[src/include/cache_config.svh]
`ifndef CACHE_CONFIG_SVH
`define CACHE_CONFIG_SVH

// ***************************************************************************
// address and data widths
// ***************************************************************************
`define CACHE_ADDR_W          16 // byte address width of the processor
`define CACHE_WORD_W          16 // one data word is two bytes

// ***************************************************************************
// cache geometry
// ***************************************************************************
`define CACHE_INDEX_W         6  // 64 sets in the direct-mapped cache
`define CACHE_OFFSET_W        4  // 16 bytes per block, offset steps by 2
`define CACHE_TAG_W           6  // whatever is left above index and offset
`define CACHE_WORDS_PER_BLOCK 8  // eight words are fetched on every miss

// main memory model
`define MEM_LATENCY           4     // cycles from a read strobe to its data-valid pulse
`define MEM_WORDS             32768 // the full 16-bit byte space counted in words

`endif

[src/cache_pkg.sv]
`include "cache_config.svh"

package cache_pkg;

// plain vectors for the widths that carry a meaning
typedef logic [`CACHE_ADDR_W-1:0]   addr_t;   // byte address
typedef logic [`CACHE_WORD_W-1:0]   word_t;   // data word
typedef logic [`CACHE_TAG_W-1:0]    tag_t;    // upper address bits kept in the tag array
typedef logic [`CACHE_INDEX_W-1:0]  index_t;  // selects one of the sets
typedef logic [`CACHE_OFFSET_W-1:0] offset_t; // byte offset inside a block

// one line of the tag array
typedef struct packed {
	logic valid; // the set holds a complete block
	tag_t tag;
} tag_entry_t;

// the processor keeps this request stable while stall is high
typedef struct packed {
	logic  rd;
	logic  wr;
	addr_t addr;
	word_t wdata;
} cpu_req_t;

// reads come from the fill FSM and writes from the write-through path
typedef struct packed {
	logic  rd;
	logic  wr;
	addr_t addr;
	word_t wdata;
} mem_req_t;

typedef struct packed {
	logic  valid; // pulses once per read strobe, in order
	word_t data;
} mem_rsp_t;

typedef enum logic [1:0] {FILL_IDLE, FILL_BUSY, FILL_DONE} fill_state_t;

endpackage

[src/cache_fill_fsm.sv]
`timescale 1ns/1ps
`include "cache_config.svh"

module cache_fill_fsm (
	input  logic                clk,
	input  logic                arst_n,
	input  logic                miss_detected,    // a read missed while the FSM was idle
	input  cache_pkg::addr_t    miss_addr,        // address of the read that missed
	input  cache_pkg::mem_rsp_t mem_rsp,          // data coming back from memory
	output logic                fsm_busy,         // high from the first read to the tag write
	output logic                mem_read,         // one strobe per word of the block
	output cache_pkg::addr_t    mem_read_addr,
	output logic                write_data_array, // returning word goes into the data array
	output cache_pkg::offset_t  fill_offset,      // byte offset of that word in the block
	output cache_pkg::word_t    fill_data,
	output logic                write_tag_array,  // block complete so the tag can be set valid
	output cache_pkg::addr_t    base_addr
);

import cache_pkg::*;

fill_state_t state_q, state_d;
addr_t       base_q;       // block aligned address of the miss
offset_t     rd_off_q;     // offset of the next read strobe
offset_t     wr_off_q;     // offset of the next word to arrive
logic        reads_done_q; // all eight reads have been strobed

// one extra bit catches the carry when the offset wraps past the last word
logic [`CACHE_OFFSET_W:0] rd_sum;
logic [`CACHE_OFFSET_W:0] wr_sum;

assign rd_sum = {1'b0, rd_off_q} + 2; // words are two bytes apart
assign wr_sum = {1'b0, wr_off_q} + 2;

// ***************************************************************************
// state register and next state
// ***************************************************************************
always_comb begin
	state_d = state_q;
	case (state_q)
		FILL_IDLE: if (miss_detected) state_d = FILL_BUSY;
		FILL_BUSY: if (write_data_array && wr_sum[`CACHE_OFFSET_W]) state_d = FILL_DONE; // eighth word
		FILL_DONE: state_d = FILL_IDLE; // the tag is written in this cycle
		default:   state_d = FILL_IDLE;
	endcase
end

always_ff @(posedge clk or negedge arst_n) begin
	if (!arst_n) begin
		state_q      <= FILL_IDLE;
		rd_off_q     <= '0;
		wr_off_q     <= '0;
		reads_done_q <= 1'b0;
	end else begin
		state_q <= state_d;
		if (state_q == FILL_IDLE && miss_detected) begin
			rd_off_q     <= '0; // a new block always starts at its first word
			wr_off_q     <= '0;
			reads_done_q <= 1'b0;
		end
		if (mem_read) begin
			rd_off_q <= rd_sum[`CACHE_OFFSET_W-1:0];
			if (rd_sum[`CACHE_OFFSET_W])
				reads_done_q <= 1'b1; // stop strobing once the counter wraps
		end
		if (write_data_array)
			wr_off_q <= wr_sum[`CACHE_OFFSET_W-1:0]; // wraps back to 0 after the last word
	end
end

// block base of the read that missed, held for the whole fill
always_ff @(posedge clk) begin
	if (state_q == FILL_IDLE && miss_detected)
		base_q <= {miss_addr[`CACHE_ADDR_W-1:`CACHE_OFFSET_W], {`CACHE_OFFSET_W{1'b0}}};
end

// ***************************************************************************
// outputs
// ***************************************************************************
assign fsm_busy         = (state_q != FILL_IDLE);
assign mem_read         = (state_q == FILL_BUSY) && !reads_done_q;
assign mem_read_addr    = base_q + addr_t'(rd_off_q);
assign write_data_array = (state_q == FILL_BUSY) && mem_rsp.valid;
assign fill_offset      = wr_off_q;
assign fill_data        = mem_rsp.data;
assign write_tag_array  = (state_q == FILL_DONE);
assign base_addr        = base_q;

// memory only answers reads that this FSM issued during a fill
a_no_rsp_when_idle: assert property (@(posedge clk) disable iff (!arst_n)
	mem_rsp.valid |-> state_q != FILL_IDLE);

// every strobe has gone out before the eighth word arrives, so none leaks into the tag write
a_reads_before_last_word: assert property (@(posedge clk) disable iff (!arst_n)
	(write_data_array && wr_sum[`CACHE_OFFSET_W]) |-> reads_done_q);

endmodule

[config.mk]
export PLATFORM = sky130hd
export DESIGN_NAME = cache_fill_fsm
export DESIGN_NICKNAME = d
export VERILOG_FILES = /design/src/cache_pkg.sv /design/src/cache_fill_fsm.sv
export VERILOG_INCLUDE_DIRS = /design/src /design/src/include
export SDC_FILE = /design/constraint.sdc
export NUM_CORES = 1
export LEC_CHECK = 0
export BUFFER_PORTS_ARGS = -buffer_cell sky130_fd_sc_hd__buf_2
export CAP_MARGIN = 0
export CORE_MARGIN = 1
export CORE_UTILIZATION = 40
export CTS_CLUSTER_SIZE = 16
export DETAILED_ROUTE_END_ITERATION = 10
export HOLD_SLACK_MARGIN = 0.05
export PLACE_DENSITY = 0.9
export REMOVE_ABC_BUFFERS = 1
export SLEW_MARGIN = 20
export SYNTH_ARGS = -nofsm -noshare
export SYNTH_HDL_FRONTEND = slang
export SYNTH_SLANG_ARGS = --single-unit
[constraint.sdc]
create_clock -name clk -period 4.2 [get_ports clk]
set_clock_uncertainty 0.1 [all_clocks]
set_input_delay 0.42 -clock clk [delete_from_list [all_inputs] [get_ports clk]]
set_output_delay 0.42 -clock clk [all_outputs]
set_load 0.05 [all_outputs]
==> flow_metrics.env <==
export IMPL_ir_worst_vdd_v=0.000326
export IMPL_cts_resized=0
export IMPL_finalCriticalPeriod_ps=2030
export IMPL_r2r_slack_ps=2370
export IMPL_grt_pass1_vias=615
export IMPL_yosysUniqueCellTypes=24
export IMPL_cp_arrival_ps=1510
export IMPL_cts_path_max_buffers=2
export IMPL_finalHoldViolCount=0
export IMPL_dieArea_mm2=0.00288
export IMPL_ys_seq_elements=21
export IMPL_whs_path_depth=1
export IMPL_drc=0
export IMPL_holdPathEnd="base_addr[12]$_DFFE_PP_"
export IMPL_grt_max_degree=16
export IMPL_critical_path_class="reg2out"
export IMPL_cts_root_buf="clkbuf_4"
export IMPL_cp_start_kind="register"
export IMPL_die_h_um=53.7
export IMPL_gp_congestion=0.733
export IMPL_ys_warn_count=0
export IMPL_synth_seq_area_share_pct=54.8
export IMPL_use_met3_pct=11.6
export IMPL_required_ps=3680
export IMPL_grt_pass1_wl_um=2870
export IMPL_r2r_end="fill_offset[3]$_DFFE_PN0P_"
export IMPL_finalSetupViolations=0
export IMPL_nets=150
export IMPL_fin_crit_sh_pct=48.4
export IMPL_portBuffers=49
export IMPL_grt_total_usage_pct=15.3
export IMPL_n_antenna_cell=0
export IMPL_min_delay_start="miss_addr[12]"
export IMPL_initial_core_util_pct=42.7
export IMPL_rows=18
export IMPL_die_w_um=53.7
export IMPL_critPathMaxFanout=8
export IMPL_slew_headroom_pct=53.2
export IMPL_fmax_ghz=0.491
export IMPL_busiest_layer="met2"
export IMPL_status="complete, no violations"
export IMPL_via_per_inst=4.65
export IMPL_clock_sinks=21
export IMPL_cts_tree="yes"
export IMPL_worst_slew_pin_slew_ps=701
export IMPL_critPathCaptureType="primary output"
export IMPL_min_path_type="in2reg"
export IMPL_hpwl_um=1620
export IMPL_final_antenna_net_count=0
export IMPL_netlist_area_mm2=0.00107
export IMPL_drt_iter0_drc=6
export IMPL_final_max_slew_viol_count=0
export IMPL_rsz0062_at_grt="false"
export IMPL_grt_overflow_total=0
export IMPL_timing_setup_tns_ps=0
export IMPL_powerDensity_mw_per_mm2=762
export IMPL_syn_area_per_cell_um2=12.4
export IMPL_firstDrtPassIters=4
export IMPL_timing_rr_start="state_q[0]$_DFFE_PN0P_"
export IMPL_leakage_nw=0.546
export IMPL_worst_r2r_path_depth=3
export IMPL_cts_buffers=3
export IMPL_h_tree_depth=1
export IMPL_pin_count=92
export IMPL_fillerInstances=232
export IMPL_syn_instance_count=86
export IMPL_clock_latency_ps=290
export IMPL_drive_gt1_share_pct=51.4
export IMPL_synthToLayoutAreaGrowth_pct=8.31
export IMPL_met2_usage_pct=20.4
export IMPL_met1_usage_pct=16.7
export IMPL_vias=655
export IMPL_maxCapViolations=0
export IMPL_grt_antenna_before_repair=0
export IMPL_coreArea_mm2=0.00250
export IMPL_wirelength_um=1950
export IMPL_wl_per_cell_um=13.9
export IMPL_whs_ps=192
export IMPL_path_clk_slew_ps=110
==> flip-flops by register name, summed over array words and instances (netlist names) <==
signal	count
base_addr	12
reads_done_q	1
rd_off_q	3
state_q	2
fill_offset	3
==> worst max path at each step <==
| stage | start | endpoint | slack (ps) | cells past startpoint |
|---|---|---|---|---|
| floorplan | state_q[0]$_DFFE_PN0P_ | fill_offset[3]$_DFFE_PN0P_ | 2430 | 3 |
| global placement | miss_detected | fill_offset[3]$_DFFE_PN0P_ | 2150 | 4 |
| detailed placement | miss_detected | fill_offset[3]$_DFFE_PN0P_ | 2030 | 4 |
| CTS | state_q[0]$_DFFE_PN0P_ | fill_offset[3]$_DFFE_PN0P_ | 2040 | 3 |
| global route | state_q[0]$_DFFE_PN0P_ | mem_read | 2070 | 2 |
| finish | state_q[0]$_DFFE_PN0P_ | mem_read | 2170 | 2 |
==> per-stage QoR <==
stage	setup slack [ps]	power [mW]	utilization, %	area (um^2)	cells
3_5_place_dp	2030	0.795	44.6	1110	136
3_3_place_gp	2150	0.773	44.6	1110	136
6_report	2170	0.882	46.3	1160	141
2_1_floorplan	2430	0.689	-	832	57
4_1_cts	2040	0.891	46.0	1150	141
5_1_grt	2070	0.939	46.3	1160	141
==> cell type report <==
class	instances	area, um^2	area share, %
Timing Repair Buffer	50	255	22.1
Tap cell	30	37.5	3.24
Inverter	2	7.51	0.649
Multi-Input combinational cell	34	245	21.2
Clock buffer	4	26.3	2.27
Sequential cell	21	586	50.6
==> synth_stat cells, drive strengths merged <==
cell | count | area (um^2)
buf | 34 | 255
conb | 1 | 3.75
nand2 | 1 | 3.75
edfxtp | 12 | 360
dfrtp | 9 | 225
a211o | 1 | 8.76
ha | 2 | 25.0
nand3 | 1 | 5.00
or2 | 1 | 6.26
a21oi | 1 | 5.00
nand3b | 1 | 7.51
nor2b | 1 | 6.26
nor2 | 6 | 22.5
inv | 2 | 7.50
nand2b | 1 | 6.26
a41oi | 1 | 8.76
o22ai | 1 | 6.26
a22o | 3 | 26.3
nor3b | 4 | 46.3
mux2 | 2 | 22.5
mux2i | 1 | 10.0
==> metal layers <==
layer	wire length, um	vias to the layer above
li1	-	302
met3	295	4
met1	792	293
met4	27	0
met2	837	56
met5	0	-
==> where the power goes <==
| group | internal (mW) | leakage [nW] | switching, mW |
|---|---|---|---|
| Sequential | 0.275 | 0.216 | 0.0533 |
| Combinational | 0.129 | 0.315 | 0.332 |
| Clock | 0.0369 | 0.0150 | 0.0556 |
==> timing repair <==
action / in CTS / in global routing
hold buffers: 1 / 0
endpoints found under the hold margin: 9 / 0
buffers inserted: 0 / 0
setup endpoints to repair: 0 / 0
==> cell usage in the layout, fill, tap and decap left out, types with 2 or more instances in the layout <==
cell      Yosys  layout
a22o_1        3       3
buf_2         0      49
mux2_2        2       2
conb_1        1       6
clkbuf_4      0       3
nor3b_4       1       2
ha_1          2       2
edfxtp_1     12      12
dfrtp_1       9       9
nor2_1        6       6
nor3b_1       2       2
==> critical path: stages, from the launching register on <==
cell     delay (ps)
dfrtp_1         520
nor3b_4         380
buf_2           330
==> cell families after synthesis <==
family | count (synthesis) | share of synthesized area [%]
DFF | 21 | 54.8
AOI/OAI and AO/OA | 7 | 5.15
buffers and inverters | 36 | 24.6
muxes | 3 | 3.04
adders and majority gates | 2 | 2.34
other | 1 | 0.351
and+or+nand+nor | 16 | 9.72
(Power assumes the default switching activity.)
