==> src/include/cache_config.svh <==
`ifndef CACHE_CONFIG_SVH
`define CACHE_CONFIG_SVH

// ***************************************************************************
// address and data widths
// ***************************************************************************
`define CACHE_ADDR_W          16 // byte address width of the processor
`define CACHE_WORD_W          16 // one data word is two bytes

// ***************************************************************************
// cache geometry
// ***************************************************************************
`define CACHE_INDEX_W         6  // 64 sets in the direct-mapped cache
`define CACHE_OFFSET_W        4  // 16 bytes per block, offset steps by 2
`define CACHE_TAG_W           6  // whatever is left above index and offset
`define CACHE_WORDS_PER_BLOCK 8  // eight words are fetched on every miss

// main memory model
`define MEM_LATENCY           4     // cycles from a read strobe to its data-valid pulse
`define MEM_WORDS             32768 // the full 16-bit byte space counted in words

`endif

==> src/cache_pkg.sv <==
`include "cache_config.svh"

package cache_pkg;

// plain vectors for the widths that carry a meaning
typedef logic [`CACHE_ADDR_W-1:0]   addr_t;   // byte address
typedef logic [`CACHE_WORD_W-1:0]   word_t;   // data word
typedef logic [`CACHE_TAG_W-1:0]    tag_t;    // upper address bits kept in the tag array
typedef logic [`CACHE_INDEX_W-1:0]  index_t;  // selects one of the sets
typedef logic [`CACHE_OFFSET_W-1:0] offset_t; // byte offset inside a block

// one line of the tag array
typedef struct packed {
	logic valid; // the set holds a complete block
	tag_t tag;
} tag_entry_t;

// the processor keeps this request stable while stall is high
typedef struct packed {
	logic  rd;
	logic  wr;
	addr_t addr;
	word_t wdata;
} cpu_req_t;

// reads come from the fill FSM and writes from the write-through path
typedef struct packed {
	logic  rd;
	logic  wr;
	addr_t addr;
	word_t wdata;
} mem_req_t;

typedef struct packed {
	logic  valid; // pulses once per read strobe, in order
	word_t data;
} mem_rsp_t;

typedef enum logic [1:0] {FILL_IDLE, FILL_BUSY, FILL_DONE} fill_state_t;

endpackage

==> src/tag_array.sv <==
`timescale 1ns/1ps
`include "cache_config.svh"

module tag_array (
	input  logic                  clk,
	input  logic                  arst_n,
	input  cache_pkg::index_t     index,  // set being looked up or written
	input  logic                  wr,     // pulses once at the end of a fill
	input  cache_pkg::tag_entry_t wentry,
	output cache_pkg::tag_entry_t rentry  // read back in the same cycle
);

import cache_pkg::*;

localparam int SETS = 1 << `CACHE_INDEX_W;

logic [SETS-1:0] valid_q;   // one valid bit per set
tag_t            tag_q [SETS];

// ***************************************************************************
// valid bits
// ***************************************************************************
// after reset every set is empty, so the first access to any address misses
always_ff @(posedge clk or negedge arst_n) begin
	if (!arst_n) begin
		valid_q <= '0;
	end else if (wr) begin
		valid_q[index] <= wentry.valid;
	end
end

// ***************************************************************************
// tag storage
// ***************************************************************************
always_ff @(posedge clk) begin
	if (wr)
		tag_q[index] <= wentry.tag; // replaces whatever block held this set before
end

// combinational read keeps a hit visible in the cycle of the request
assign rentry = '{valid: valid_q[index], tag: tag_q[index]};

endmodule

==> config.mk <==
export PLATFORM = sky130hd
export DESIGN_NAME = tag_array
export DESIGN_NICKNAME = d
export VERILOG_FILES = /design/src/cache_pkg.sv /design/src/tag_array.sv
export VERILOG_INCLUDE_DIRS = /design/src /design/src/include
export SDC_FILE = /design/constraint.sdc
export NUM_CORES = 1
export LEC_CHECK = 0
export BUFFER_PORTS_ARGS = -buffer_cell sky130_fd_sc_hd__buf_2
export CELL_PAD_IN_SITES_DETAIL_PLACEMENT = 0
export CELL_PAD_IN_SITES_GLOBAL_PLACEMENT = 1
export CORE_ASPECT_RATIO = 0.75
export CORE_MARGIN = 10
export CORE_UTILIZATION = 35
export CTS_CLUSTER_DIAMETER = 100
export DETAILED_ROUTE_END_ITERATION = 12
export HOLD_SLACK_MARGIN = 0.02
export MAX_ROUTING_LAYER = met4
export PLACE_DENSITY_LB_ADDON = 0.08
export SLEW_MARGIN = 0
export SYNTH_ARGS = -nofsm -noshare
export SYNTH_HDL_FRONTEND = slang
export SYNTH_SLANG_ARGS = --single-unit
==> constraint.sdc <==
create_clock -name clk -period 2.6 [get_ports clk]
set_input_delay 0.26 -clock clk [delete_from_list [all_inputs] [get_ports clk]]
set_output_delay 0.26 -clock clk [all_outputs]
set_load 0.005 [all_outputs]
==> results of run 1 <==
## worst max-delay path: stages, from the launching register on
cell                       delay [ps]
sky130_fd_sc_hd__edfxtp_1         370
sky130_fd_sc_hd__mux2_4           290
sky130_fd_sc_hd__a222oi_1         330
sky130_fd_sc_hd__o21ai_2          180
sky130_fd_sc_hd__a222oi_1         680
sky130_fd_sc_hd__nand4b_1         270
sky130_fd_sc_hd__buf_2            200
## path summary, 6_finish.rpt
path / startpoint / cells after the start / endpoint / slack, ps
max reg2reg: valid_q[17] / 1 / valid_q[17] / 1800
min: arst_n / 2 / valid_q[1] / 200
min reg2reg: valid_q[30] / 1 / valid_q[30] / 510
min in group clk: wentry[0] / 1 / tag_q[22][0] / 250
max: tag_q[7][1] / 6 / rentry[1] / -560
max in group asynchronous: arst_n / 3 / valid_q[55] / 1760
## layer usage
metal	vias to the layer above	track usage [%]	wire length (um)
met5	-	-	0
met4	0	4.567	1062
li1	5071	-	-
met3	65	3.113	3710
met1	6114	30.39	30730
met2	387	28.66	26250
## layout make-up
| type | count | area [sq um] | area share [%] |
|---|---|---|---|
| sequential | 448 | 13130 | 57.39 |
| multi-input combinational | 574 | 4785 | 20.91 |
| timing repair buffer | 302 | 2555 | 11.17 |
| clock buffer | 63 | 1299 | 5.676 |
| tap | 703 | 879.6 | 3.844 |
| clock inverter | 24 | 211.5 | 0.9241 |
| inverter | 5 | 18.77 | 0.08202 |
| antenna | 1 | 2.502 | 0.01094 |
## registers in the layout, indices dropped and copies added, names as in the netlist
signal,count
valid_q,64
tag_q,384
## timing repair
| item | 4_1_cts | 5_1_grt |
|---|---|---|
| hold endpoints to repair | 30 | 0 |
| pin swaps | 17 | 9 |
| setup endpoints to repair | 7 | 7 |
| resized for setup | 30 | 5 |
| hold buffers | 1 | 0 |
## cells in the final DEF (no fill, tap or decap), types with 13 or more instances in the layout
| cell type | Yosys | final |
|---|---|---|
| sky130_fd_sc_hd__clkbuf_16 | 0 | 49 |
| sky130_fd_sc_hd__nor3b_1 | 13 | 13 |
| sky130_fd_sc_hd__buf_12 | 0 | 25 |
| sky130_fd_sc_hd__and3_1 | 13 | 13 |
| sky130_fd_sc_hd__nor2_1 | 77 | 75 |
| sky130_fd_sc_hd__nand2_1 | 27 | 26 |
| sky130_fd_sc_hd__buf_2 | 31 | 17 |
| sky130_fd_sc_hd__edfxtp_1 | 384 | 384 |
| sky130_fd_sc_hd__o221ai_1 | 13 | 13 |
| sky130_fd_sc_hd__a22oi_1 | 62 | 60 |
| sky130_fd_sc_hd__nor3_1 | 15 | 15 |
| sky130_fd_sc_hd__mux2i_1 | 20 | 20 |
| sky130_fd_sc_hd__dfrtp_1 | 64 | 64 |
| sky130_fd_sc_hd__a221oi_1 | 42 | 37 |
| sky130_fd_sc_hd__o21ai_0 | 17 | 14 |
| sky130_fd_sc_hd__mux4_2 | 19 | 19 |
| sky130_fd_sc_hd__mux2_2 | 107 | 101 |
| sky130_fd_sc_hd__buf_4 | 6 | 255 |
## power groups by stage
stage | logic [uW] | clock network (uW) | registers, uW
2_1_floorplan | 603 | 0 | 8180
3_3_place_gp | 1360 | 0 | 8220
3_5_place_dp | 1360 | 0 | 8220
4_1_cts | 1390 | 6890 | 8070
5_1_grt | 1470 | 7180 | 8080
6_report | 1400 | 6730 | 8070
## metrics by stage
step | power [uW] | worst slack [ps] | std cells
4_1_cts | 16350 | -578.1 | 2119
2_1_floorplan | 8785 | 454.1 | 1114
5_1_grt | 16740 | -608.4 | 2119
6_report | 16200 | -561.5 | 2120
3_5_place_dp | 9583 | -637.8 | 2032
3_3_place_gp | 9579 | -620.6 | 2032
## logic make-up after synthesis
family / Yosys count
simple gates: 200
compound gates: 228
buf+inv: 92
mux: 146
flops: 448
==> results.ini, run 1 <==
[timing]
timing.fmax_ghz = 0.3163
setup_violations = 7
final.period_utilization_pct = 121.6
hold_viol = 0
rsz0062_at_grt = yes
skew_final_ps = 0
setup_slack_ps = -561.5
max-slew-margin-rel_pct = 39.13
period_minus_slack_ps = 3162
setup_tns_ps = -2526
slew_violations = 0
worst_slew_pin_slew_ps = 913.0
final.hold.worst_slack_ps = 195.0

[min_path]
hold_path_class = primary input to async pin

[logic_synthesis]
post_synthesis_instance_area_sq_mm = 0.01819
synthDominantAreaCellType = sky130_fd_sc_hd__edfxtp_1
synth_top_family_by_area = multiplexers
post_synthesis_register_bit_count = 448
synth.cells.most_frequent = sky130_fd_sc_hd__edfxtp_1 (384), sky130_fd_sc_hd__mux2_2 (107), sky130_fd_sc_hd__nor2_1 (77)
async_reset_ff_share_pct = 14.29
synth_flop_cell = sky130_fd_sc_hd__edfxtp_1
synth_xor_xnor_area_share_pct = 0
syn_area_per_cell_sq_um = 16.33
ys_top_cells_by_area = sky130_fd_sc_hd__edfxtp_1 (63%), sky130_fd_sc_hd__dfrtp_1 (8.8%), sky130_fd_sc_hd__mux2_2 (6.6%)
synth.lib_cells_used.distinct = 58
yosys_warnings = 0
post-synth-top-area-fraction_pct = 63.40
synthAdderAreaFrac_pct = 0
synthSimpleGateAreaFrac_pct = 5.504
syn-instance-count = 1114
synth.net_count = 1130
synthMuxAreaShare_pct = 10.08
sequential_cell_area_fraction_in_the_yosys_report_pct = 72.21
most_frequently_used_cell_type_in_the_post_synthesis_netlist = sky130_fd_sc_hd__edfxtp_1
synth_compound_area_share_pct = 9.851
synth-edff-count = 384

[global_routing]
grt_antenna_before_repair = 0
grt_max_degree = 65
grt_pass1_vias = 11650
grtUsageTotal_pct = 20.35
grt_first_pass_wirelength_um = 88130
overflow = 0

[die]
total_die_area_sq_mm = 0.06158
core-area_sq_mm = 0.05144
initial_core_util_pct = 35.36
fp-row-count = 72
top_level_ports = 23
die_height_um = 217.4
die_x_um = 283.2

[clocking]
cts_sinks = 448
clock_tree_from_tritoncts = yes
clkSlewWorstSetupHoldPaths_ps = 60
cts_htree_levels = 2
cts_made_buffers = 48
clk_root_buffer_cell = sky130_fd_sc_hd__clkbuf_16
cts.path.max_buffers = 3
clock_latency_ps = 570
cts_setup_buffers = 0

[setup_path]
critical_path_class = flop to primary output
setup.worst_path.start_class = flop
cp_data_required_time_ps = 2340
data_arrival_critical_path_ps = 2900
critical_path.endpoint_type = primary output
biggest_fanout_along_the_worst_timing_path = 1

[power_and_ir_drop]
leakage_uw = 0.008195
power.net_switching_uw = 3741
clock_power_share_pct = 41.6
comb_power_share_pct = 8.6
pwr_density_cell_mw_per_mm2 = 707.9
share_seq_of_total_power_pct = 49.8
worst_ir_drop_vdd_mv = 0.4234
cellInternalPower_uw = 12460
swShare_pct = 23.10

[routing]
post_drt_wl_per_cell_um = 29.13
number_of_vias_in_the_routed_layout = 11640
route.antenna.remaining_nets = 0
detailedRoute.firstPassIterationCount = 6
initialDrtViolationCount = 1386
drc_errors = 0
average_vias_per_placed_instance = 5.489
routed_wirelength_um = 61750

[placement]
placement.io_buffers = 22
dp_hpwl_um = 43460
placed_cell_area_sq_mm = 0.02121
gp_congestion = 0.8825

[layout]
stdcell_area_sq_mm = 0.02288
finalNetCount = 1395
layout-area-overhead-vs-synth_pct = 25.82
layout.core_utilization_pct = 44.49
num-fill-cells = 4625
layout-drive-gt1-share_pct = 36.72

[flow_run]
cap_viol_max_count = 0

[status]
failed_checks = negative setup slack
outcome = finished with violations

Power figures use the tool's default switching activity.
==> inputs of run 2 (changes only) <==
BUFFER_PORTS_ARGS = -buffer_cell sky130_fd_sc_hd__clkbuf_2   (was -buffer_cell sky130_fd_sc_hd__buf_2)
==> run 2 against run 1 <==
  * The flow still finishes with violations (negative setup slack)
  * First-iteration DRC count shrank 9.9%
  * Combinational power is essentially flat
  * Non-clock buffer count down 2
  * Hold slack worse by 14 ps
  * Die area stayed put
  * Global-route usage is 0.060 points lower
  * Sequential power about the same
  * Via count fell by 1.0%
  * Clock skew unchanged
  * Largest cell class unchanged
  * Highest routed layer unchanged
==> results.ini, run 2 (synthesis results as in run 1) <==
[die]
initial_core_util_pct = 35.36  ; unchanged
total_die_area_sq_mm = 0.06158  ; unchanged
die_height_um = 217.4  ; unchanged
top_level_ports = 23  ; unchanged
core-area_sq_mm = 0.05144  ; unchanged
die_x_um = 283.2  ; unchanged
fp-row-count = 72  ; unchanged

[clocking]
cts.path.max_buffers = 3  ; unchanged
cts_sinks = 448  ; unchanged
cts_made_buffers = 47  ; -2.1%
clkSlewWorstSetupHoldPaths_ps = 60  ; about the same
clock_tree_from_tritoncts = yes
cts_htree_levels = 2  ; unchanged
clock_latency_ps = 570  ; about the same
clk_root_buffer_cell = sky130_fd_sc_hd__clkbuf_16

[global_routing]
grt_antenna_before_repair = 0  ; unchanged
grtUsageTotal_pct = 20.29  ; -0.060 points
grt_pass1_vias = 11720  ; +0.60%
grt_first_pass_wirelength_um = 88080  ; about the same
overflow = 0  ; unchanged
grt_max_degree = 65  ; unchanged

[setup_path]
data_arrival_critical_path_ps = 2800  ; -100 ps
critical_path_class = primary input to primary output
crit_path_max_incr_delay_ps = 660  ; -20 ps
critical-path-top-delay-family = compound AO/OA/AOI/OAI gates
critical_path.endpoint_type = primary output
cp_cell_instances = buf_4 -> buf_12 -> buf_12 -> mux2_2 -> a222oi_1 -> o21ai_2 -> a222oi_1 -> nand4b_1 -> clkbuf_2
biggest_fanout_along_the_worst_timing_path = 18  ; +17
setup.worst_path.start_class = primary input
cp_data_required_time_ps = 2340  ; about the same
cp.buffers_inverters = 4  ; +3
timing.critical_path.slowest_stage_cell = sky130_fd_sc_hd__a222oi_1

[layout]
layout.cells.most_common_list = sky130_fd_sc_hd__edfxtp_1 (384), sky130_fd_sc_hd__buf_4 (249), sky130_fd_sc_hd__mux2_2 (102)
antenna-diode-count = 0  ; -1
layout-area-overhead-vs-synth_pct = 26.27
finalNetCount = 1392  ; -0.22%
final_common_cell = sky130_fd_sc_hd__edfxtp_1
number_of_flip_flops_under_the_largest_register_name = 384  ; unchanged
registers.top_by_ff_count = tag_q
layout-drive-gt1-share_pct = 37.01  ; +0.29 points
finish.cell_count_without_fillers = 2116  ; -0.19%
layout.core_utilization_pct = 44.64  ; +0.16 points
reg_top3 = tag_q x384, valid_q x64

[placement]
dp_hpwl_um = 42580  ; -2.0%
dpl_ws_ps = -543.8  ; +94.03 ps
gp_congestion = 0.8748  ; -0.87%
placement.io_buffers = 22  ; unchanged
place_inst = 2030  ; -0.098%

[routing]
detailedRoute.firstPassIterationCount = 5  ; -1
routed_wirelength_um = 61250  ; -0.81%
drc_errors = 0  ; unchanged
average_vias_per_placed_instance = 5.445  ; -0.81%
route.antenna.remaining_nets = 0  ; unchanged
post_drt_wl_per_cell_um = 28.94  ; -0.62%
number_of_vias_in_the_routed_layout = 11520  ; -1.0%
initialDrtViolationCount = 1249  ; -9.9%

[timing]
worst_slew_pin_slew_ps = 860.2  ; -52.84 ps
setup_violations = 7  ; unchanged
timing.fmax_ghz = 0.3272  ; +3.4%
period_minus_slack_ps = 3057  ; -104.9 ps
final.period_utilization_pct = 117.6  ; -4.0 points
max-slew-margin-rel_pct = 42.66  ; +3.5 points
rsz0062_at_grt = yes
setup_tns_ps = -1929  ; +596.7 ps
slew_violations = 0  ; unchanged
hold_viol = 0  ; unchanged
setup_slack_ps = -456.7  ; +104.9 ps
skew_final_ps = 0  ; unchanged

[power_and_ir_drop]
pwr_density_cell_mw_per_mm2 = 703.6  ; -0.60%
worst_ir_drop_vdd_mv = 0.4187  ; -1.1%
post-layout-total-power_uw = 16160  ; -0.24%
leakage_uw = 0.008197  ; about the same

[status]
failed_checks = negative setup slack
outcome = finished with violations

[min_path]
hold_path_class = primary input to flop

[flow_run]
cap_viol_max_count = 0  ; unchanged

run 2: cell count changes in the layout (fill, tap and decap cells not counted), sizes merged:
cell / change
buf: -17
clkinvlp: +1
clkinv: -6
inv: +1
clkbuf: +18
diode: -1
run 2: power breakdown:
group	switching (uW)	total, uW	internal [uW]	leakage (uW)
Sequential	85.9	8070	7980	0.00431
Clock	2800	6690	3890	0.000731
Combinational	819	1400	581	0.00316
Total	3700	16200	12500	0.00820
run 2: final cells by class:
cell class | count | area [sq um]
fill | 4587 | 28470
inverter | 5 | 18.77
sequential | 448 | 13130
multi-input combinational | 574 | 4831
clock inverter | 20 | 198.9
clock buffer | 66 | 1308
timing repair buffer | 300 | 2596
tap | 703 | 879.6
run 2: routing by layer:
metal | up-vias | share of wire [%] | GRT usage, %
met1 | 6053 | 50 | 29.63
met5 | - | 0 | -
met3 | 74 | 5.8 | 3.550
met2 | 345 | 43 | 29.08
met4 | 0 | 1.8 | 4.496
li1 | 5049 | - | -
run 2: what timing repair did:
| action | in CTS | in global routing |
|---|---|---|
| hold buffers | 1 | 0 |
| pin swaps | 16 | 9 |
| gates resized for setup | 33 | 10 |
| setup endpoints to repair | 7 | 7 |
| cloned | 0 | 0 |
| setup buffers | 0 | 0 |
| hold endpoints to repair | 26 | 0 |
run 2: worst paths after layout:
kind	end	startpoint	cells after the start	slack, ps
setup / recovery	rentry[1]	index[2]	9	-460
hold / removal	tag_q[13][0]	wentry[0]	2	180
setup reg to reg	valid_q[19]	valid_q[19]	1	1760
hold reg to reg	valid_q[7]	valid_q[7]	1	500
max in group asynchronous	valid_q[42]	arst_n	3	1750
min in group asynchronous	valid_q[39]	arst_n	2	220
run 2: stage by stage:
stage	hold slack (ps)	instance area [sq um]
2_1_floorplan	-35.59	18190
3_3_place_gp	278.7	21260
3_5_place_dp	282.4	21260
4_1_cts	183.2	22920
5_1_grt	184.1	22960
6_report	180.6	22960
