$ cat src/include/cache_config.svh
`ifndef CACHE_CONFIG_SVH
`define CACHE_CONFIG_SVH

// ***************************************************************************
// address and data widths
// ***************************************************************************
`define CACHE_ADDR_W          16 // byte address width of the processor
`define CACHE_WORD_W          16 // one data word is two bytes

// ***************************************************************************
// cache geometry
// ***************************************************************************
`define CACHE_INDEX_W         6  // 64 sets in the direct-mapped cache
`define CACHE_OFFSET_W        4  // 16 bytes per block, offset steps by 2
`define CACHE_TAG_W           6  // whatever is left above index and offset
`define CACHE_WORDS_PER_BLOCK 8  // eight words are fetched on every miss

// main memory model
`define MEM_LATENCY           4     // cycles from a read strobe to its data-valid pulse
`define MEM_WORDS             32768 // the full 16-bit byte space counted in words

`endif

$ cat src/cache_pkg.sv
`include "cache_config.svh"

package cache_pkg;

// plain vectors for the widths that carry a meaning
typedef logic [`CACHE_ADDR_W-1:0]   addr_t;   // byte address
typedef logic [`CACHE_WORD_W-1:0]   word_t;   // data word
typedef logic [`CACHE_TAG_W-1:0]    tag_t;    // upper address bits kept in the tag array
typedef logic [`CACHE_INDEX_W-1:0]  index_t;  // selects one of the sets
typedef logic [`CACHE_OFFSET_W-1:0] offset_t; // byte offset inside a block

// one line of the tag array
typedef struct packed {
	logic valid; // the set holds a complete block
	tag_t tag;
} tag_entry_t;

// the processor keeps this request stable while stall is high
typedef struct packed {
	logic  rd;
	logic  wr;
	addr_t addr;
	word_t wdata;
} cpu_req_t;

// reads come from the fill FSM and writes from the write-through path
typedef struct packed {
	logic  rd;
	logic  wr;
	addr_t addr;
	word_t wdata;
} mem_req_t;

typedef struct packed {
	logic  valid; // pulses once per read strobe, in order
	word_t data;
} mem_rsp_t;

typedef enum logic [1:0] {FILL_IDLE, FILL_BUSY, FILL_DONE} fill_state_t;

endpackage

$ cat src/cache_ctrl.sv
`timescale 1ns/1ps
`include "cache_config.svh"

module cache_ctrl (
	input  cache_pkg::cpu_req_t   cpu_req,
	input  cache_pkg::tag_entry_t entry,         // tag array line of the addressed set
	input  logic                  fsm_busy,      // a fill is in progress
	input  logic                  mem_read,      // read strobe from the fill FSM
	input  cache_pkg::addr_t      mem_read_addr,
	output logic                  hit,
	output logic                  stall,
	output logic                  miss_detected,
	output logic                  store_wr,      // write hit updates the data array too
	output cache_pkg::mem_req_t   mem_req
);

import cache_pkg::*;

tag_t cpu_tag;
logic tag_match; // the set holds the block of the requested address
logic access;    // the processor is reading or writing in this cycle
logic mem_wr;

// ***************************************************************************
// tag compare
// ***************************************************************************
assign cpu_tag   = cpu_req.addr[`CACHE_ADDR_W-1 -: `CACHE_TAG_W];
assign tag_match = entry.valid && (entry.tag == cpu_tag);
assign access    = cpu_req.rd || cpu_req.wr;

assign hit = access && tag_match; // stays low through a fill until the tag is written

// only a read starts a fill since stores do not allocate
assign miss_detected = cpu_req.rd && !tag_match && !fsm_busy;

// the held read waits through the fill and the tag write cycle
assign stall = miss_detected || fsm_busy;

// ***************************************************************************
// write-through path
// ***************************************************************************
// a write never stalls while the FSM is idle, so it goes out right away
assign mem_wr   = cpu_req.wr && !fsm_busy;
assign store_wr = mem_wr && tag_match; // keep the cached copy in step with memory

// reads only while busy and writes only while idle, so the fields can share one request
always_comb begin
	mem_req.rd    = mem_read;
	mem_req.wr    = mem_wr;
	mem_req.addr  = mem_read ? mem_read_addr : cpu_req.addr;
	mem_req.wdata = cpu_req.wdata;
end

// stall can only come from a processor access, since the request is held during a fill
always_comb begin
	if (stall)
		a_stall_needs_access: assert (access)
			else $error("stall raised without a processor access");
end

endmodule

$ cat config.mk
export PLATFORM = sky130hd
export DESIGN_NAME = cache_ctrl
export DESIGN_NICKNAME = d
export VERILOG_FILES = /design/src/cache_pkg.sv /design/src/cache_ctrl.sv
export VERILOG_INCLUDE_DIRS = /design/src /design/src/include
export SDC_FILE = /design/constraint.sdc
export NUM_CORES = 1
export LEC_CHECK = 0
export ABC_AREA = 1
export BUFFER_PORTS_ARGS = -buffer_cell sky130_fd_sc_hd__buf_2
export CORE_UTILIZATION = 30
export DETAILED_ROUTE_END_ITERATION = 8
export GPL_ROUTABILITY_DRIVEN = 0
export PLACE_DENSITY = 0.93
export SYNTH_ARGS = -nofsm -noshare
export SYNTH_HDL_FRONTEND = slang
export SYNTH_SLANG_ARGS = --single-unit
export TNS_END_PERCENT = 30
$ cat constraint.sdc
create_clock -name vclk -period 1
set_clock_uncertainty 0.1 [all_clocks]
set_input_delay 0.05 -clock vclk [all_inputs]
set_output_delay 0.05 -clock vclk [all_outputs]
set_load 0.02 [all_outputs]
==> metrics.log, run 1 <==
[metrics] met2 Use GR: 36.18%
[metrics] final period demand of the worst path: 982.3 ps
[metrics] element type at the critical path end: primary output
[metrics] Starting DRT DRC Count: 4
[metrics] pin count of the biggest net entering global routing: 13
[metrics] post-synthesis instance area: 539.3 µm²
[metrics] Distinct cells, synth: 17
[metrics] Seq cells: 0
[metrics] share of cells above drive strength 1: 71.21%
[metrics] die span in x: 44.40 µm
[metrics] Post-Syn Instances: 84
[metrics] post-route worst hold slack: 0.007768 ps
[metrics] crit path max fanout: 3
[metrics] hold_buf cts: 0
[metrics] Design Power: 0.4200 mW
[metrics] Layout clock buffers: 0
[metrics] Global Route Usage Sum: 15.73%
[metrics] count of buffers from port buffering: 65
[metrics] count of final hold-check violations: 0
[metrics] share of the clock period used by the worst path after layout: 98.23%
[metrics] detailed-route wire length per cell: 11.32 µm
[metrics] total number of vias: 666
[metrics] result of the run: finished clean
[metrics] peak-usage layer in the global routing report: met2
[metrics] I/O pins: 97
[metrics] Leak Pwr: 0.5373 nW
[metrics] max-slew headroom at the worst pin: 89.96%
[metrics] synthesized-area fraction occupied by adder cells: 0%
[metrics] Min-Delay Path Class: in2out
[metrics] ranking of synthesized cells by area: buf_4 (25%), mux2_4 (22%), nand2_1 (15%)
[metrics] crit start category: input pin
[metrics] met3 routing resource usage after global routing: 1.633%
[metrics] Detailed Route WL: 1766 µm
[metrics] arrival time at the worst endpoint: 830 ps
[metrics] YS warnings: 0
[metrics] most used standard cells in the synthesized netlist: nand2_1 (21), buf_4 (18), inv_1 (13)
[metrics] average vias per placed instance: 4.269
[metrics] number of antenna-violating nets in the routed design: 0
[metrics] largest area contributor in the netlist: buf_4
[metrics] data required time of the critical path: 850 ps
[metrics] highest cell delay on the worst timing path: 190 ps
[metrics] number of nets in the final layout: 193
[metrics] cell-by-cell listing of the critical path: buf_2 > inv_1 > nand2_1 > nand2_1 > nand3_2 > nor3_1 > buf_2
[metrics] met1 track demand over resource in global routing: 13.90%
[metrics] Hold Path Cell Cnt: 0
[metrics] library cell with the highest instance count after synthesis: nand2_1
[metrics] max-slew violation count: 0
[metrics] area of the core region: 1594 µm²
[metrics] Initial Util: 33.83%
[metrics] simple-gate share of the synthesized area: 26.68%
[metrics] RSZ-0062 raised after global routing: true
[metrics] Slew @ Worst Pin: 149.0 ps
[metrics] complex-gate fraction of the synthesized area: 9.049%
[metrics] worst supply voltage drop on vdd: 0.0003054 V
[metrics] main combinational cell family by area after synthesis: buffers and inverters
[metrics] share of the synthesized area in the top cell type: 25.06%
[metrics] global-route wire length before repair: 2401 µm
[metrics] max cap viols: 0
[metrics] final standard cell utilization of the core: 54.32%
[metrics] upper clock frequency limit: 1018 MHz
[metrics] portion of netlist area occupied by mux cells: 26.45%
[metrics] full die area: 1971 µm²
[metrics] vias in the first global route: 583
[metrics] class of the most critical setup path: in2out
[metrics] Ant. Diodes: 0
[metrics] Detailed Place HPWL: 1592 µm
[metrics] combined flip-flop and latch cell area: 0 µm²
[metrics] standard cell with the maximum stage delay on the critical path: nor3_1
[metrics] number of failing setup endpoints in the final timing report: 0
[metrics] FP Rows: 14
[metrics] router iterations before antenna repair: 4
[metrics] # DRC: 0
[metrics] overflow left after global routing: 0
[metrics] mean area per synthesized cell: 6.420 µm²
[metrics] Mapped Nets: 143
[metrics] Area growth syn-to-layout: 60.56%
[metrics] PD cells: 485.1 nW/µm²
[metrics] antenna violations before repair: 0
[metrics] XOR/XNOR share of the synthesized area: 0%
[metrics] sequential area share after synthesis: 0%
[metrics] Die Y: 44.40 µm
-- through the flow --
stage | worst slack, ps | TNS [ps] | instance area, µm² | std cells
final | 17.66 | 0 | 865.8 | 156
after detailed placement | 9.458 | 0 | 770.7 | 155
after global placement | 39.89 | 0 | 770.7 | 155
after CTS | 8.370 | 0 | 770.7 | 155
after global routing | -52.37 | -161.7 | 865.8 | 156
after floorplan | 21.99 | 0 | 539.3 | 84
-- area by class of cell --
class	instances	area (µm²)
Tap cell	24	30.03
Inverter	14	55.05
Timing Repair Buffer	68	422.9
Fill cell	175	728.2
Multi-Input combinational cell	50	357.8
-- cells by family (layout without fill, tap and decap cells) --
kind of cell | count (synthesis) | count (layout)
muxes | 10 | 10
AOI/OAI and AO/OA | 8 | 8
and+or+nand+nor | 32 | 32
buffers and inverters | 34 | 82
-- critical path, delay by kind of cell --
kind / cells / cell delay (ps)
AND/OR/NAND/NOR: 4 / 440
buffers and inverters: 3 / 350
-- worst paths after layout --
path / end / slack (ps) / from
setup / recovery: hit / 20 / cpu_req[31]
hold / removal: mem_req[13] / 0.008 / cpu_req[13]
-- power breakdown --
group	total, mW	switching (mW)	internal, mW
registers	0	0	0
clock network	0	0	0
logic	0.420	0.208	0.212
-- cell usage in the layout (no fill, tap or decap) --
| cell type | count |
|---|---|
| a21boi_1 | 1 |
| buf_12 | 1 |
| buf_2 | 55 |
| buf_4 | 3 |
| buf_6 | 8 |
| buf_8 | 1 |
| inv_1 | 10 |
| inv_2 | 3 |
| inv_4 | 1 |
| mux2_2 | 2 |
| mux2_4 | 8 |
| nand2_1 | 17 |
| nand2_2 | 6 |
| nand3_2 | 1 |
| nor2_1 | 3 |
| nor2_2 | 3 |
| nor3_1 | 1 |
| nor3b_2 | 1 |
| o21ai_0 | 6 |
| o21bai_4 | 1 |
-- metal layers --
layer  vias to the layer above  share of wire, %
li1                        336                 -
met1                       286                31
met2                        38                58
met3                         6               7.1
met4                         0               2.9
met5                         -                 0
-- repair_timing --
action,CTS,global route
resized for setup,0,24
setup buffers,0,1
setup endpoints to repair,0,4
Note: power is estimated with default switching activity, not from simulation.
==> run 2: changes to the inputs <==
- CORE_UTILIZATION: 30 -> 28
- MAX_ROUTING_LAYER: unset -> met4
- PLACE_DENSITY: 0.93 -> 0.88
- clock period: 1 -> 1.1 ns (I/O delays scaled with it)
==> run 2 against run 1 <==
  * Cell area fell by 11%
  * Clock-buffer cell count unchanged
  * Sequential share of layout area stayed put
  * First-iteration DRC count unchanged
  * Hold slack better by 10 ps
  * Via count decreased by 5.6%
  * Critical path depth rose by 2
  * Die area grew 6.8%
  * Combinational power decreased by 20%
  * Non-clock buffer count is 1 lower
==> metrics.log, run 2 (synthesis results as in run 1) <==
[metrics] share of cells above drive strength 1: 64.12% (was 71.21%)
[metrics] crit path max fanout: 3 (unchanged)
[metrics] result of the run: finished clean (unchanged)
[metrics] # DRC: 0 (unchanged)
[metrics] number of nets in the final layout: 192 (was 193)
[metrics] upper clock frequency limit: 1008 MHz
[metrics] max cap viols: 0 (unchanged)
[metrics] global-route wire length before repair: 1835 µm (was 2401 µm)
[metrics] Global Route Usage Sum: 11.43% (was 15.73%)
[metrics] Initial Util: 30.57% (was 33.83%)
[metrics] Ant. Diodes: 0 (unchanged)
[metrics] arrival time at the worst endpoint: 840 ps (was 830 ps)
[metrics] max-slew headroom at the worst pin: 90.57% (was 89.96%)
[metrics] TNS Setup: 0 ps (unchanged)
[metrics] count of buffers from port buffering: 65 (unchanged)
[metrics] PD cells: 435.5 nW/µm² (was 485.1 nW/µm²)
[metrics] data required time of the critical path: 940 ps (was 850 ps)
[metrics] max-slew violation count: 0 (unchanged)
[metrics] share of the clock period used by the worst path after layout: 90.16%
[metrics] non-filler cells in the finished layout: 156 (unchanged)
[metrics] Die Y: 45.89 µm (was 44.40 µm)
[metrics] FP Rows: 15 (was 14)
[metrics] Filler Cells Inserted: 209 (was 175)
[metrics] most common cell after layout, fill and taps aside: buf_2 (unchanged)
[metrics] top library cells by usage in the layout, fill and taps aside: buf_2 (65), nand2_1 (21), inv_1 (13) (was buf_2 (55), nand2_1 (17), inv_1 (10))
[metrics] cell repeated most along the worst path: nand2_1
[metrics] Seq cells: 0 (unchanged)
[metrics] standard cell with the maximum stage delay on the critical path: buf_2 (was nor3_1)
[metrics] overflow left after global routing: 0 (unchanged)
[metrics] Area growth syn-to-layout: 43.16% (was 60.56%)
[metrics] cell area after placement: 772.0 µm² (was 770.7 µm²)
[metrics] worst slack at placement: 99.24 ps (was 9.458 ps)
[metrics] number of failing setup endpoints in the final timing report: 0 (unchanged)
[metrics] Placed Instances: 156 (was 155)
[metrics] largest delay contributor family on the critical path: simple AND/OR/NAND/NOR gates (unchanged)
[metrics] Starting DRT DRC Count: 4 (unchanged)
[metrics] class of the most critical setup path: in2out (unchanged)
[metrics] Leak Pwr: 0.5137 nW (was 0.5373 nW)
[metrics] average vias per placed instance: 4.032 (was 4.269)
[metrics] area of the core region: 1764 µm² (was 1594 µm²)
[metrics] detailed-route wire length per cell: 9.064 µm (was 11.32 µm)
[metrics] final period demand of the worst path: 991.8 ps
[metrics] pin count of the biggest net entering global routing: 16 (was 13)
[metrics] setup slack of the critical path after layout: 108.2 ps (was 17.66 ps)
[metrics] router iterations before antenna repair: 2 (was 4)
[metrics] post-route standard cell area excluding fillers: 772.0 µm² (was 865.8 µm²)
[metrics] RSZ-0062 raised after global routing: true (unchanged)
[metrics] highest cell delay on the worst timing path: 150 ps (was 190 ps)
[metrics] number of antenna-violating nets in the routed design: 0 (unchanged)
[metrics] hold_buf cts: 0 (unchanged)
[metrics] cell-by-cell listing of the critical path: buf_2 > inv_1 > nand2_1 > nand2_1 > nor2_2 > nand2_2 > o21bai_2 > nand2_1 > buf_2 (was buf_2 > inv_1 > nand2_1 > nand2_1 > nand3_2 > nor3_1 > buf_2)
[metrics] post-route worst hold slack: 10.01 ps (was 0.007768 ps)
[metrics] number of buffer and inverter instances along the worst setup path: 3 (unchanged)
[metrics] I/O pins: 97 (unchanged)
[metrics] antenna violations before repair: 0 (unchanged)
[metrics] die span in x: 45.89 µm (was 44.40 µm)
[metrics] worst supply voltage drop on vdd: 0.0002662 V (was 0.0003054 V)
[metrics] Detailed Route WL: 1414 µm (was 1766 µm)
[metrics] crit start category: input pin (unchanged)
[metrics] combined flip-flop and latch cell area: 0 µm² (unchanged)
[metrics] full die area: 2105 µm² (was 1971 µm²)
[metrics] Multi-input gate area: 335.3 µm² (was 357.8 µm²)
[metrics] count of final hold-check violations: 0 (unchanged)
[metrics] Layout clock buffers: 0 (unchanged)
[metrics] Detailed Place HPWL: 1316 µm (was 1592 µm)
[metrics] vias in the first global route: 487 (was 583)
[metrics] total number of vias: 629 (was 666)
[metrics] Slew @ Worst Pin: 140.3 ps (was 149.0 ps)
[metrics] element type at the critical path end: primary output (unchanged)
[metrics] Min-Delay Path Class: in2out (unchanged)
[run 2: changes by cell type in the layout (fill, tap and decap cells not counted), sizes merged]
cell	before	now
buf	68	67
[run 2: report_power, final]
group | switching, mW | total [mW] | internal, mW
Sequential | 0 | 0 | 0
Combinational | 0.172 | 0.336 | 0.164
Clock | 0 | 0 | 0
[run 2: routing by layer]
layer	vias to the layer above	part of all wire [%]	track usage, %	wire (µm)
li1	335	-	-	-
met1	258	37	12.79	523
met2	36	53	22.54	752
met3	0	9.7	1.190	137
met4	0	0	0	0
met5	-	0	-	0
[run 2: final timing paths]
check                        from           to  slack (ps)  cells past startpoint
worst max-delay path  cpu_req[26]        stall         110                      9
worst min-delay path  cpu_req[12]  mem_req[12]          10                      0
[run 2: cell type report]
cell class                      instances  area share (%)
Tap cell                               25           4.052
Timing Repair Buffer                   67           45.70
Multi-Input combinational cell         50           43.44
Inverter                               14           6.807
[run 2: metrics by stage]
| stage | util, % | total power, mW |
|---|---|---|
| after floorplan | - | 0.2830 |
| after global placement | 43.76 | 0.3333 |
| after detailed placement | 43.76 | 0.3390 |
| after CTS | 43.76 | 0.3398 |
| after global routing | 43.76 | 0.3654 |
| final | 43.76 | 0.3362 |
[run 2: what timing repair did]
item,4_1_cts,5_1_grt
buffers inserted,0,0
resized for setup,0,0
hold endpoints to repair,0,0
endpoints found under the setup margin,0,1
==> run 3: changes to the inputs <==
- CORE_ASPECT_RATIO: unset -> 1.2
- CORE_UTILIZATION: 28 -> 30
- PLACE_DENSITY: 0.88 -> 0.93
- clock period: 1.1 -> 1.3 ns (I/O delays scaled with it)
==> run 3 against run 2 <==
  * Via count is 0.95% higher
  * Core utilization is 1.4 points higher
  * Non-clock buffer count stayed put
  * First-iteration DRC count is 25% lower
  * Global-route usage is 1.5 points higher
  * Largest cell class unchanged
==> metrics.log, run 3 (synthesis results as in run 1) <==
[metrics] crit start category: input pin (unchanged)
[metrics] total number of vias: 635 (was 629)
[metrics] non-filler cells in the finished layout: 149 (was 156)
[metrics] detailed-route wire length per cell: 9.483 µm (was 9.064 µm)
[metrics] max-slew headroom at the worst pin: 73.65% (was 90.57%)
[metrics] Area growth syn-to-layout: 39.21% (was 43.16%)
[metrics] number of antenna-violating nets in the routed design: 0 (unchanged)
[metrics] post-route worst hold slack: 30.01 ps (was 10.01 ps)
[metrics] post-cts sizing count: 0 (unchanged)
[metrics] fraction of power consumed by the clock network: 0% (about the same)
[metrics] Pint: 0.1346 mW (was 0.1639 mW)
[metrics] average vias per placed instance: 4.262 (was 4.032)
[metrics] final standard cell utilization of the core: 45.18% (was 43.76%)
[metrics] full die area: 1972 µm² (was 2105 µm²)
[metrics] Detailed Place HPWL: 1327 µm (was 1316 µm)
[metrics] final period demand of the worst path: 1099 ps
[metrics] router iterations before antenna repair: 3 (was 2)
[metrics] PD cells: 374.0 nW/µm² (was 435.5 nW/µm²)
[metrics] Layout clock buffers: 0 (unchanged)
[metrics] crit path max fanout: 17 (was 3)
[metrics] Design Power: 0.2807 mW (was 0.3362 mW)
[metrics] # DRC: 0 (unchanged)
[metrics] net switching share of the total power: 52.07% (was 51.24%)
[metrics] antenna violations before repair: 0 (unchanged)
[metrics] cell area after placement: 750.7 µm² (was 772.0 µm²)
[metrics] max cap viols: 0 (unchanged)
[metrics] area of the core region: 1662 µm² (was 1764 µm²)
[metrics] vias in the first global route: 530 (was 487)
[metrics] Ant. Diodes: 0 (unchanged)
[metrics] top library cells by usage in the layout, fill and taps aside: buf_2 (65), nand2_1 (21), inv_1 (13) (unchanged)
[metrics] Leak Pwr: 0.5091 nW (was 0.5137 nW)
[metrics] Min-Delay Path Class: in2out (unchanged)
[metrics] Slew @ Worst Pin: 395.2 ps (was 140.3 ps)
[metrics] result of the run: finished clean (unchanged)
[metrics] max-slew violation count: 0 (unchanged)
[metrics] Combinational Power Share: 100.0% (about the same)
[metrics] Detailed Route WL: 1413 µm (was 1414 µm)
[metrics] setup bufs post-CTS: 0 (unchanged)
[metrics] count of buffers from port buffering: 65 (unchanged)
[metrics] FP Rows: 16 (was 15)
[metrics] I/O pins: 97 (unchanged)
[metrics] pin count of the biggest net entering global routing: 18 (was 16)
[metrics] number of nets in the final layout: 192 (unchanged)
[metrics] Seq cells: 0 (unchanged)
[metrics] worst slack at placement: 190.5 ps (was 99.24 ps)
[metrics] setup slack of the critical path after layout: 201.5 ps (was 108.2 ps)
[metrics] share of cells above drive strength 1: 64.12% (unchanged)
[metrics] fraction of power consumed by sequential logic: 0% (about the same)
[metrics] arrival time at the worst endpoint: 930 ps (was 840 ps)
[metrics] Placed Instances: 149 (was 156)
[metrics] most common cell after layout, fill and taps aside: buf_2 (unchanged)
[metrics] data required time of the critical path: 1130 ps (was 940 ps)
[metrics] post-route standard cell area excluding fillers: 750.7 µm² (was 772.0 µm²)
[metrics] Global Route Usage Sum: 12.94% (was 11.43%)
[metrics] worst supply voltage drop on vdd: 0.0001753 V (was 0.0002662 V)
[metrics] die span in x: 40.71 µm (was 45.89 µm)
[metrics] RSZ-0062 raised after global routing: false (was true)
[metrics] Initial Util: 32.45% (was 30.57%)
[metrics] number of failing setup endpoints in the final timing report: 0 (unchanged)
[metrics] Die Y: 48.45 µm (was 45.89 µm)
[metrics] class of the most critical setup path: in2out (unchanged)
[metrics] TNS Setup: 0 ps (unchanged)
[metrics] share of the clock period used by the worst path after layout: 84.50%
[metrics] count of final hold-check violations: 0 (unchanged)
[metrics] Starting DRT DRC Count: 3 (was 4)
[metrics] element type at the critical path end: primary output (unchanged)
[metrics] upper clock frequency limit: 910.3 MHz
[metrics] hold_buf cts: 0 (unchanged)
[metrics] overflow left after global routing: 0 (unchanged)
[metrics] Switch Pwr: 0.1462 mW (was 0.1723 mW)
[metrics] combined flip-flop and latch cell area: 0 µm² (unchanged)
[metrics] global-route wire length before repair: 1883 µm (was 1835 µm)
==> run 3: changes by cell type in the layout (fill, tap and decap cells not counted) <==
cell    previous run  this run
buf_12             1         0
buf_4              1         2
==> run 3: cell type report <==
cell class                 count  area, µm²
timing repair buffer          67      340.3
inverter                      14      52.55
multi-input combinational     50      335.3
tap                           18      22.52
fill                         186      910.9
==> run 3: critical path, cell delays in order <==
cell and delay [ps]:
buf_2 330, mux2_2 380, buf_2 160
==> run 3: layer usage <==
metal  part of all wire, %  vias up  wire [µm]  GRT usage [%]
met2                    54       38        758          26.19
met5                     0        -          0              -
met1                    34      255        480          10.80
met3                    11        8        149         0.4587
li1                      -      334          -              -
met4                   1.8        0         25          4.444
==> run 3: final timing paths <==
kind / startpoint / end / slack, ps / cells past startpoint
worst max-delay path: mem_read / mem_req[17] / 200 / 3
worst min-delay path: cpu_req[3] / mem_req[3] / 30 / 0
==> run 3: power groups by stage <==
stage	Clock (mW)	Sequential, mW	Combinational, mW
CTS	0	0	0.285
global placement	0	0	0.277
global route	0	0	0.307
floorplan	0	0	0.239
detailed placement	0	0	0.284
finish	0	0	0.281
